--- src/hdl/rvPkg.sv ---
package rvPkg;

  // ------------------------------------------------------------
  // widths
  // ------------------------------------------------------------
  localparam int WORD_W = 32;
  localparam int REG_AW = 5;

  typedef logic [WORD_W-1:0] word_t;     // data or address word.
  typedef logic [REG_AW-1:0] regAddr_t;  // register index.
  typedef logic [6:0]        opcode_t;
  typedef logic [2:0]        aluOp_t;

  // ------------------------------------------------------------
  // major opcodes, RV32I encodings
  // ------------------------------------------------------------
  localparam opcode_t OP_LOAD   = 7'b0000011;
  localparam opcode_t OP_STORE  = 7'b0100011;
  localparam opcode_t OP_OP     = 7'b0110011;
  localparam opcode_t OP_OPIMM  = 7'b0010011;
  localparam opcode_t OP_BRANCH = 7'b1100011;
  localparam opcode_t OP_JAL    = 7'b1101111;

  // funct fields of the supported instructions.
  localparam logic [2:0] F3_ADD_SUB = 3'b000;
  localparam logic [2:0] F3_SLT     = 3'b010;
  localparam logic [2:0] F3_OR      = 3'b110;
  localparam logic [2:0] F3_AND     = 3'b111;
  localparam logic [2:0] F3_WORD    = 3'b010;
  localparam logic [2:0] F3_BEQ     = 3'b000;
  localparam logic [6:0] F7_SUB     = 7'b0100000;

  // bit 2 selects subtract, bits 1:0 pick the result.
  localparam aluOp_t ALU_AND = 3'b000;
  localparam aluOp_t ALU_OR  = 3'b001;
  localparam aluOp_t ALU_ADD = 3'b010;
  localparam aluOp_t ALU_SUB = 3'b110;
  localparam aluOp_t ALU_SLT = 3'b111;

endpackage

--- src/hdl/aluUnit.sv ---
module aluUnit import rvPkg::*; (
  input  word_t  a,
  input  word_t  b,
  input  aluOp_t op,
  output word_t  result,
  output logic   zero
);

  word_t sum;
  word_t diff;
  logic  lessThan;

  assign sum  = a + b;
  assign diff = a - b;

  // with differing signs a is the smaller one exactly when a is negative.
  always_comb begin
    if (a[WORD_W-1] != b[WORD_W-1]) begin
      lessThan = a[WORD_W-1];
    end else begin
      lessThan = diff[WORD_W-1];
    end
  end

  always_comb begin
    case (op)
      ALU_AND: result = a & b;
      ALU_OR:  result = a | b;
      ALU_ADD: result = sum;
      ALU_SUB: result = diff;
      ALU_SLT: result = {{(WORD_W-1){1'b0}}, lessThan};
      default: result = '0;
    endcase
  end

  assign zero = (result == '0);  // beq tests this after a subtract.

endmodule

--- src/hdl/regFile.sv ---
module regFile import rvPkg::*; (
  input  logic     clk,
  input  logic     rstN,
  input  regAddr_t rs1,
  input  regAddr_t rs2,
  input  regAddr_t rd,
  input  logic     wrEn,
  input  word_t    wrData,
  output word_t    rdData1,
  output word_t    rdData2
);

  word_t regs [1:31];  // x0 has no storage.

  always_ff @(posedge clk or negedge rstN) begin
    if (!rstN) begin
      for (int i = 1; i < 32; i++) begin
        regs[i] <= '0;
      end
    end else if (wrEn && rd != '0) begin
      regs[rd] <= wrData;
    end
  end

  assign rdData1 = (rs1 == '0) ? '0 : regs[rs1];
  assign rdData2 = (rs2 == '0) ? '0 : regs[rs2];

endmodule

--- src/hdl/instrDecoder.sv ---
module instrDecoder import rvPkg::*; (
  input  word_t    instr,
  output regAddr_t rs1,
  output regAddr_t rs2,
  output regAddr_t rd,
  output word_t    imm,
  output aluOp_t   aluOp,
  output logic     aluSrcImm,
  output logic     isLoad,
  output logic     isStore,
  output logic     isBranch,
  output logic     isJump,
  output logic     regWrite
);

  opcode_t    opcode;
  logic [2:0] funct3;
  logic [6:0] funct7;
  word_t      immI;
  word_t      immS;
  word_t      immB;
  word_t      immJ;

  assign opcode = instr[6:0];
  assign funct3 = instr[14:12];
  assign funct7 = instr[31:25];

  assign rs1 = instr[19:15];
  assign rs2 = instr[24:20];
  assign rd  = instr[11:7];

  // ------------------------------------------------------------
  // immediates, all sign extended from bit 31
  // ------------------------------------------------------------
  assign immI = {{20{instr[31]}}, instr[31:20]};
  assign immS = {{20{instr[31]}}, instr[31:25], instr[11:7]};
  assign immB = {{19{instr[31]}}, instr[31], instr[7], instr[30:25], instr[11:8], 1'b0};
  assign immJ = {{11{instr[31]}}, instr[31], instr[19:12], instr[20], instr[30:21], 1'b0};

  always_comb begin
    imm       = '0;
    aluOp     = ALU_AND;
    aluSrcImm = 1'b0;
    isLoad    = 1'b0;
    isStore   = 1'b0;
    isBranch  = 1'b0;
    isJump    = 1'b0;
    regWrite  = 1'b0;
    case (opcode)
      OP_LOAD: if (funct3 == F3_WORD) begin
        imm = immI;
        aluOp = ALU_ADD;
        aluSrcImm = 1'b1;
        isLoad = 1'b1;
        regWrite = 1'b1;
      end
      OP_STORE: if (funct3 == F3_WORD) begin
        imm = immS;
        aluOp = ALU_ADD;
        aluSrcImm = 1'b1;
        isStore = 1'b1;
      end
      OP_OPIMM: if (funct3 == F3_ADD_SUB) begin  // addi only.
        imm = immI;
        aluOp = ALU_ADD;
        aluSrcImm = 1'b1;
        regWrite = 1'b1;
      end
      OP_OP: begin
        regWrite = 1'b1;
        case (funct3)
          F3_ADD_SUB: aluOp = (funct7 == F7_SUB) ? ALU_SUB : ALU_ADD;
          F3_SLT:     aluOp = ALU_SLT;
          F3_OR:      aluOp = ALU_OR;
          F3_AND:     aluOp = ALU_AND;
          default:    regWrite = 1'b0;
        endcase
        // only sub may carry a nonzero funct7.
        if (funct7 != '0 && !(funct7 == F7_SUB && funct3 == F3_ADD_SUB)) begin
          regWrite = 1'b0;
        end
      end
      OP_BRANCH: if (funct3 == F3_BEQ) begin
        imm = immB;
        aluOp = ALU_SUB;
        isBranch = 1'b1;
      end
      OP_JAL: begin
        imm = immJ;
        isJump = 1'b1;
        regWrite = 1'b1;
      end
      default: ;
    endcase
  end

endmodule

--- src/hdl/nextPc.sv ---
module nextPc import rvPkg::*; (
  input  word_t pc,
  input  word_t imm,
  input  logic  zero,
  input  logic  isBranch,
  input  logic  isJump,
  output word_t pcPlus4,
  output word_t pcNext
);

  word_t target;
  logic  takeTarget;

  assign pcPlus4 = pc + 32'd4;
  assign target  = pc + imm;  // imm already has bit 0 clear.

  assign takeTarget = isJump || (isBranch && zero);

  assign pcNext = takeTarget ? target : pcPlus4;

endmodule

--- src/hdl/busSequencer.sv ---
module busSequencer import rvPkg::*; #(
  parameter word_t resetVector = 32'h0
) (
  input  logic  clk,
  input  logic  rstN,
  output logic  busReq,
  output logic  busWe,
  output word_t busAddr,
  output word_t busWData,
  input  logic  busAck,
  input  word_t busRData,
  output word_t pc,
  output word_t instr,
  input  word_t aluResult,
  input  word_t rdData2,
  input  word_t pcPlus4,
  input  word_t pcNext,
  input  logic  isLoad,
  input  logic  isStore,
  input  logic  isJump,
  input  logic  regWrite,
  output logic  wrEn,
  output word_t wrData
);

  typedef enum logic [2:0] {
    FETCH_REQ,
    FETCH_WAIT,
    EXEC,
    MEM_REQ,
    MEM_WAIT
  } seqState_t;

  seqState_t state;
  word_t     loadData;
  logic      ackSeen;  // req dropped and ack gone, the handshake is over.
  logic      ackCapture;

  assign ackCapture = busReq && busAck;
  assign ackSeen    = !busReq && !busAck;

  // ------------------------------------------------------------
  // control
  // ------------------------------------------------------------
  always_ff @(posedge clk or negedge rstN) begin
    if (!rstN) begin
      state  <= FETCH_REQ;
      busReq <= 1'b0;
      busWe  <= 1'b0;
      pc     <= resetVector;
    end else begin
      case (state)
        FETCH_REQ: if (!busAck) begin
          busReq <= 1'b1;
          busWe  <= 1'b0;
          state  <= FETCH_WAIT;
        end
        FETCH_WAIT: begin
          if (ackCapture) begin
            busReq <= 1'b0;
          end else if (ackSeen) begin
            state <= EXEC;
          end
        end
        EXEC: begin
          if (isLoad || isStore) begin
            state <= MEM_REQ;
          end else begin
            pc    <= pcNext;
            state <= FETCH_REQ;
          end
        end
        MEM_REQ: if (!busAck) begin
          busReq <= 1'b1;
          busWe  <= isStore;
          state  <= MEM_WAIT;
        end
        MEM_WAIT: begin
          if (ackCapture) begin
            busReq <= 1'b0;
            busWe  <= 1'b0;
          end else if (ackSeen) begin
            pc    <= pcNext;  // plain pc+4 for memory instructions.
            state <= FETCH_REQ;
          end
        end
        default: state <= FETCH_REQ;
      endcase
    end
  end

  // address, data and the captured words.
  always_ff @(posedge clk) begin
    case (state)
      FETCH_REQ: if (!busAck) busAddr <= pc;
      FETCH_WAIT: if (ackCapture) instr <= busRData;
      MEM_REQ: if (!busAck) begin
        busAddr  <= aluResult;
        busWData <= rdData2;
      end
      MEM_WAIT: if (ackCapture) loadData <= busRData;
      default: ;
    endcase
  end

  // writeback lands on the same edge as the pc update.
  always_comb begin
    wrEn = 1'b0;
    if (regWrite) begin
      if (state == EXEC && !isLoad) begin
        wrEn = 1'b1;
      end else if (state == MEM_WAIT && isLoad && ackSeen) begin
        wrEn = 1'b1;
      end
    end
  end

  assign wrData = isLoad ? loadData : (isJump ? pcPlus4 : aluResult);

endmodule

--- src/hdl/rvCore.sv ---
module rvCore import rvPkg::*; #(
  parameter word_t resetVector = 32'h0
) (
  input  logic  clk,
  input  logic  rstN,
  output logic  busReq,
  output logic  busWe,
  output word_t busAddr,
  output word_t busWData,
  input  logic  busAck,
  input  word_t busRData
);

  word_t    pc, instr, imm, pcPlus4, pcNext;
  word_t    rdData1, rdData2, aluB, aluResult, wrData;
  regAddr_t rs1, rs2, rd;
  aluOp_t   aluOp;
  logic     aluSrcImm, isLoad, isStore, isBranch, isJump, regWrite;
  logic     zero, wrEn;

  busSequencer #(.resetVector(resetVector)) sequencer (
    .clk(clk), .rstN(rstN),
    .busReq(busReq), .busWe(busWe), .busAddr(busAddr), .busWData(busWData),
    .busAck(busAck), .busRData(busRData),
    .pc(pc), .instr(instr),
    .aluResult(aluResult), .rdData2(rdData2), .pcPlus4(pcPlus4), .pcNext(pcNext),
    .isLoad(isLoad), .isStore(isStore), .isJump(isJump), .regWrite(regWrite),
    .wrEn(wrEn), .wrData(wrData)
  );

  instrDecoder decoder (
    .instr(instr), .rs1(rs1), .rs2(rs2), .rd(rd), .imm(imm), .aluOp(aluOp),
    .aluSrcImm(aluSrcImm), .isLoad(isLoad), .isStore(isStore),
    .isBranch(isBranch), .isJump(isJump), .regWrite(regWrite)
  );

  regFile regs (
    .clk(clk), .rstN(rstN), .rs1(rs1), .rs2(rs2), .rd(rd),
    .wrEn(wrEn), .wrData(wrData), .rdData1(rdData1), .rdData2(rdData2)
  );

  assign aluB = aluSrcImm ? imm : rdData2;  // second operand select.

  aluUnit alu (.a(rdData1), .b(aluB), .op(aluOp), .result(aluResult), .zero(zero));

  nextPc pcSelect (
    .pc(pc), .imm(imm), .zero(zero), .isBranch(isBranch), .isJump(isJump),
    .pcPlus4(pcPlus4), .pcNext(pcNext)
  );

endmodule

--- config.mk ---
export PLATFORM = sky130hd
export DESIGN_NAME = rvCore
export DESIGN_NICKNAME = d
export VERILOG_FILES = /design/src/hdl/rvPkg.sv /design/src/hdl/aluUnit.sv /design/src/hdl/regFile.sv /design/src/hdl/instrDecoder.sv /design/src/hdl/nextPc.sv /design/src/hdl/busSequencer.sv /design/src/hdl/rvCore.sv
export SDC_FILE = /design/constraint.sdc
export NUM_CORES = 2
export LEC_CHECK = 0
export CAP_MARGIN = 20
export CORE_UTILIZATION = 35
export DETAILED_ROUTE_END_ITERATION = 7
export DONT_BUFFER_PORTS = 1
export SLEW_MARGIN = 15
export SYNTH_ARGS = -nofsm -noshare
export SYNTH_HDL_FRONTEND = slang
export SYNTH_HIERARCHICAL = 1
export SYNTH_SLANG_ARGS = --single-unit
--- constraint.sdc ---
create_clock -name clk -period 19 [get_ports clk]
set_input_delay 0 -clock clk [delete_from_list [all_inputs] [get_ports clk]]
set_output_delay 0 -clock clk [all_outputs]
set_load 0.05 [all_outputs]
==> After elaboration in Yosys (flattened, before gate mapping) <==
Cells that the tools add are included.
{ "classes": {"n_addsub": 4, "order_cmp": 4, "n_eq_ne": 29, "mux": 62, "bitwise_logic": 6, "reduce_logical": 40} }
{ "op_table": {"columns": ["cell", "n"], "rows": [
  ["bitwise mux 992 bit", 1],
  ["two-way mux 32 bit", 20],
  ["binary-select mux 32 bit (select 5 bit)", 2],
  ["case mux 32 bit (5 select lines)", 2],
  ["demux 32 bit (select 5 bit)", 1],
  ["case mux 32 bit (2 select lines)", 2],
  ["adder 32 bit", 2],
  ["adder 32 x 3 -> 32 bit (second input constant)", 1],
  ["AND 32 bit", 1],
  ["zero test 32 bit", 1],
  ["bitwise OR 32 bit", 1],
  ["subtractor 32 bit", 1],
  ["two-way mux 3 bit", 8],
  ["equality test 7 x 6 -> 1 bit (second input constant)", 3],
  ["greater-or-equal comparator 6 bit (second input constant)", 3],
  ["NOT 5 -> 6 bit", 3],
  ["two-way mux 1 bit", 16],
  ["equality test 3 bit (second input constant)", 5],
  ["case mux 3 bit (5 select lines)", 1],
  ["equality test 7 bit (second input constant)", 2],
  ["equality test 3 x 2 -> 1 bit (second input constant)", 4],
  ["inequality test 2 bit (second input constant)", 6],
  ["case mux 3 bit (4 select lines)", 1],
  ["logical AND 1 bit", 10],
  ["other kinds (26)", 48]
]} }
{ "totals": {"ff_bits": 1157, "inputBits": 35, "out_inout_bits": 66, "wordCells": 184} }

==> Logic depth before layout (Yosys ltp) <==
{ "depth": {"depth_word": 16, "depth_mapped": 41} }

==> Modules after synthesis <==
Netlist, hierarchy kept.
{ "modules_own_cells": {"columns": ["module", "n_inst", "cells_per_inst", "area_per_inst_um2"], "rows": [
  ["regFile", 1, 4066, 53324.9],
  ["busSequencer", 1, 383, 6458.7],
  ["aluUnit", 1, 808, 5315.1],
  ["nextPc", 1, 418, 2762.6],
  ["instrDecoder", 1, 102, 740.7],
  ["rvCore", 1, 36, 544.3]
]} }

==> Worst setup path after synthesis <==
No wires, ideal clock.
{ "synth_path": {"path_type": "register -> register", "start": "register sequencer.instr[16]", "end": "register sequencer.pc[24]", "setup_time_ns": 0.125, "t_arrival_ns": 8.600, "required_ns": 18.875, "path_slack_ns": 10.275, "path_stages_with_launch": 38, "synth_period_minus_slack_ns": 8.725, "path_cell_list": "edfxtp_1 -> buf_4 -> buf_4 -> buf_6 -> or2_1 -> buf_2 -> buf_2 -> o22ai_1 -> nor3_1 -> nor4_1 -> inv_1 -> ha_1 -> o21ba_2 -> or4_1 -> a2111oi_1 -> o211ai_1 -> o211ai_1 -> a21o_1 -> [2 not listed] -> a21oi_1 -> nor2_1 -> nor2_1 -> fa_1 -> a311oi_1 -> nor2_1 -> or3_1 -> or4_1 -> or4_1 -> or4_1 -> nor4_1 -> nand3_1 -> nor4_2 -> a21o_1 -> clkbuf_1 -> clkbuf_1 -> a21oi_1 -> mux2_4"} }
{ "synth_via": {"elab_chain_len": 15} }
{ "synth_lines": {"columns": ["element", "line_no", "source"], "rows": [
  ["start, declared", "busSequencer.sv:13", "output word_t instr,"],
  ["start signal, assigned", "busSequencer.sv:96", "FETCH_WAIT: if (ackCapture) instr <= busRData;"],
  ["NOT 5 -> 6 bit (implied by the code)", "regFile.sv:25", "assign rdData1 = (rs1 == '0) ? '0 : regs[rs1];"],
  ["binary-select mux 32 bit (select 5 bit)", "regFile.sv:25", null],
  ["two-way mux 32 bit (implied by the code) (2 in series)", "regFile.sv:25", null],
  ["two-way mux 32 bit *", "regFile.sv:25", null],
  ["net rdData1[1]", "rvCore.sv:15", "word_t rdData1, rdData2, aluB, aluResult, wrData;"],
  ["subtractor 32 bit *", "aluUnit.sv:14", "assign diff = a - b;"],
  ["two-way mux 1 bit *", "aluUnit.sv:18", "if (a[WORD_W-1] != b[WORD_W-1]) begin"],
  ["case mux 32 bit (5 select lines) *", "aluUnit.sv:26", "case (op)"],
  ["net aluResult[0]", "rvCore.sv:15", null],
  ["[1 not listed]", null, null],
  ["net zero", "rvCore.sv:19", "logic zero, wrEn;"],
  ["logical AND 1 bit *", "nextPc.sv:17", "assign takeTarget = isJump || (isBranch && zero);"],
  ["logical OR 1 bit *", "nextPc.sv:17", null],
  ["two-way mux 32 bit *", "nextPc.sv:19", "assign pcNext = takeTarget ? target : pcPlus4;"],
  ["net pcNext[24]", "rvCore.sv:14", "word_t pc, instr, imm, pcPlus4, pcNext;"],
  ["two-way mux 32 bit", "busSequencer.sv:82", "end else if (ackSeen) begin"],
  ["two-way mux 32 bit", "busSequencer.sv:79", "if (ackCapture) begin"],
  ["case mux 32 bit (2 select lines) *", "busSequencer.sv:52", "case (state)"],
  ["end signal, assigned", "busSequencer.sv:50", "pc <= resetVector;"],
  ["end signal, assigned", "busSequencer.sv:69", "pc <= pcNext;"],
  ["end signal, assigned", "busSequencer.sv:83", "pc <= pcNext;"],
  ["end, declared", "busSequencer.sv:12", "output word_t pc,"]
]} }
The timed path passes the listed nets; every way through them passes the cells marked *. The select of a mux whose other input is x is not followed.
A chain may end at the register's enable or synchronous reset.

==> Worst setup path in the final report <==
{ "layout_path": {"start": "register sequencer.instr[20]", "end": "register sequencer.pc[23]"} }
{ "layout_via": {"elab_chain_len": 16} }
{ "layout_lines": {"columns": ["element", "line_no", "source"], "rows": [
  ["NOT 5 -> 6 bit (implied by the code)", "regFile.sv:26", "assign rdData2 = (rs2 == '0) ? '0 : regs[rs2];"],
  ["binary-select mux 32 bit (select 5 bit)", "regFile.sv:26", null],
  ["two-way mux 32 bit (implied by the code) (2 in series)", "regFile.sv:26", null],
  ["two-way mux 32 bit *", "regFile.sv:26", null],
  ["net rdData2[3]", "rvCore.sv:15", null],
  ["two-way mux 32 bit *", "rvCore.sv:42", "assign aluB = aluSrcImm ? imm : rdData2;"],
  ["net aluB[3]", "rvCore.sv:15", null],
  ["subtractor 32 bit *", "aluUnit.sv:14", null],
  ["[2 not listed]", null, null],
  ["net aluResult[0]", "rvCore.sv:15", null],
  ["[1 not listed]", null, null],
  ["net zero", "rvCore.sv:19", null],
  ["logical AND 1 bit *", "nextPc.sv:17", null],
  ["logical OR 1 bit *", "nextPc.sv:17", null],
  ["two-way mux 32 bit *", "nextPc.sv:19", null],
  ["net pcNext[23]", "rvCore.sv:14", null],
  ["two-way mux 32 bit", "busSequencer.sv:82", null],
  ["two-way mux 32 bit", "busSequencer.sv:79", null],
  ["case mux 32 bit (2 select lines) *", "busSequencer.sv:52", null]
]} }
Marks and branches as above.

==> flow_summary.json <==
{
  "fp.dieArea_um2": 199300,
  "power.density_nw_per_um2": 94.74,
  "synth_edf_count": 128,
  "vdd_drop_max_mv": 0.08230,
  "nFillCells": 18480,
  "fin_setup_tns_ns": 0,
  "place_congestion": 0.9633,
  "io_buffers": 0,
  "drive_gt1_share_pct": 31.56,
  "crit_arrival_ns": 12.78,
  "dpl.hpwl_mm": 155.9,
  "finClkSkew_ns": 0.02464,
  "root_buffer": "clkbuf_16",
  "worst_path_max_delay_cell": "buf_4",
  "grt_pass1_wl_mm": 361.3,
  "nets": 5807,
  "worst_slew_pin_slew_ns": 1.620,
  "ys_seq_area_share_pct": 42.80,
  "track_usage_pct": 24.72,
  "rows": 162,
  "dr.pass1.iters": 5,
  "io_pins": 101,
  "die_x_um": 446.5,
  "synth_area_um2": 69150,
  "stdcell_count": 8370,
  "critical-path-max-stage-delay_ns": 0.86,
  "end_kind": "flip-flop",
  "leakage_nw": 35.03,
  "area_delta_synth_final_pct": 11.23,
  "detail-route-antenna-nets": 0,
  "synth.distinct_cells": 114,
  "clk_path_buf_depth": 3,
  "synth_warnings": 6,
  "cts_made_buffers": 132,
  "h-tree-depth": 4,
  "path_class": "reg2reg",
  "cap_viol_max_count": 0,
  "drt_iter0_drc": 6009,
  "rsz0062_at_grt": "no",
  "min_period_over_period_pct": 63.76,
  "grt_max_degree": 1030,
  "grt_pass1_vias": 50780,
  "ys_seq_elements": 1157,
  "start_kind": "flip-flop",
  "period_needed_ns": 12.11,
  "async_flop_share_pct": 88.94,
  "finalSetupViolCount": 0,
  "clk_latency_ns": 0.79,
  "final_common_cell": "mux2_2",
  "drc": 0,
  "place_ws_ns": 7.184,
  "crit_required_ns": 19.66,
  "violations": "slew limit",
  "wl_mm": 251.3,
  "final.setup.worst_slack_ns": 6.885,
  "grt_overflow_total": 0,
  "fp.coreArea_um2": 195600,
  "cts_tree": "yes",
  "clkTransAtPathRegs_ns": 0.06,
  "finalHoldViolCount": 0,
  "routedWlPerCell_um": 30.02,
  "die_y_um": 446.5,
  "vias": 51250,
  "worstPathMaxFanout": 52,
  "final_cell_mix": "mux2_2 (1108), dfrtp_1 (1029), mux2i_1 (619), o22ai_1 (301), a21oi_1 (171)",
  "synthFlopType": "dfrtp_1",
  "synth_cells": 5813,
  "slew_violations": 159,
  "placedCellCount": 8053,
  "viasPerCell": 6.123,
  "hold_slack_ns": 0.02654,
  "fmax_mhz": 82.55,
  "maxSlewHeadroom_pct": -8.030,
  "cts_sinks": 1157,
  "status": "complete, but fails checks",
  "avgSynthCellArea_um2": 11.90,
  "initial_core_util_pct": 35.35,
  "synthesis.nets": 5988,
  "hp-class": "in2async",
  "antenna_found_initial": 7
}
## synthesized netlist by cell type, types with 128 or more instances
master / count / area share (%)
o22ai_1: 301 / 2.7
buf_2: 203 / 1.5
mux4_2: 128 / 4.2
clkbuf_1: 237 / 1.3
edfxtp_1: 128 / 5.6
mux2_2: 1108 / 18
nor3_1: 155 / 1.1
a21oi_1: 173 / 1.3
nor2_1: 131 / 0.71
mux2i_1: 619 / 9.0
ha_1: 136 / 2.5
nand2_1: 180 / 0.98
dfrtp_1: 1029 / 37
## metal layers
metal  wire length [µm]  track usage [%]  part of all wire, %  vias up
li1                   -                -                    -    21560
met1             104100            32.95                   41    26620
met2             111500            37.90                   44     2441
met3              21300            4.769                  8.5      628
met4              14420            13.03                  5.7        6
met5                 44                0                0.018        -
## worst paths after layout
kind                       slack [ns]  depth (start not counted)           startpoint                endpoint
min reg2reg                      0.51                          1       regs/regs[574]          regs/regs[574]
min in group clk                 0.07                          1         busRData[28]  sequencer/loadData[28]
min                              0.03                          3                 rstN        sequencer/busReq
max in group asynchronous       16.41                          5                 rstN          regs/regs[409]
max reg2reg                      6.89                         35  sequencer/instr[20]        sequencer/pc[23]
max                              6.89                         35  sequencer/instr[20]        sequencer/pc[23]
## timing repair
action | CTS | global route
setup buffers | 0 | 0
hold endpoints to repair | 1226 | 550
hold buffers | 58 | 3
gates resized for setup | 0 | 0
## where the power goes
group	total (W)	internal, W	switching (W)
Clock	0.00270	0.00160	0.00110
Combinational	0.00181	0.000564	0.00125
Sequential	0.00277	0.00259	0.000186
Total	0.00729	0.00475	0.00253
## layout make-up
cell class	instances	area [µm²]	share of cell area, %
Antenna cell	4	10.01	0.01301
Clock buffer	184	3855	5.012
Clock inverter	60	718.2	0.9338
Inverter	121	454.2	0.5905
Multi-Input combinational cell	3982	36860	47.93
Sequential cell	1157	29590	38.48
Tap cell	2624	3283	4.269
Timing Repair Buffer	238	2137	2.779
## registers in the layout, indices dropped and copies added (netlist names)
name / count
sequencer/busAddr: 32
sequencer/loadData: 32
sequencer/busWe: 1
sequencer/busWData: 32
sequencer/state: 3
sequencer/instr: 32
sequencer/pc: 32
regs/regs: 992
sequencer/busReq: 1
## worst max-delay path, delay by kind of cell, from the launching register on
family | cells | cell delay (ns)
fa+ha+maj | 2 | 0.84
flops | 1 | 0.33
mux | 2 | 0.55
buf+inv | 5 | 2.62
compound gates | 13 | 3.67
simple gates | 13 | 3.87
## logic make-up (layout without fill, tap and decap cells)
group / after synthesis / count (layout) / share of synthesized area [%]
DFF: 1157 / 1157 / 42.80
other: 0 / 4 / 0
AOI/OAI and AO/OA: 1012 / 1012 / 9.947
buffers and inverters: 674 / 603 / 4.614
and+or+nand+nor: 789 / 789 / 5.955
muxes: 1967 / 1967 / 33.17
xor gates and xnor gates: 74 / 74 / 0.9373
adders and majority gates: 140 / 140 / 2.577
## per-stage QoR
step / power, W / cell area [µm²] / util [%]
2_1_floorplan: 0.003899 / 69150 / -
3_5_place_dp: 0.004512 / 71520 / 36.56
5_1_grt: 0.007519 / 76900 / 39.32
4_1_cts: 0.007232 / 76670 / 39.20
3_3_place_gp: 0.004500 / 71480 / 36.55
6_report: 0.007286 / 76910 / 39.32
Power figures use the tool's default switching activity.
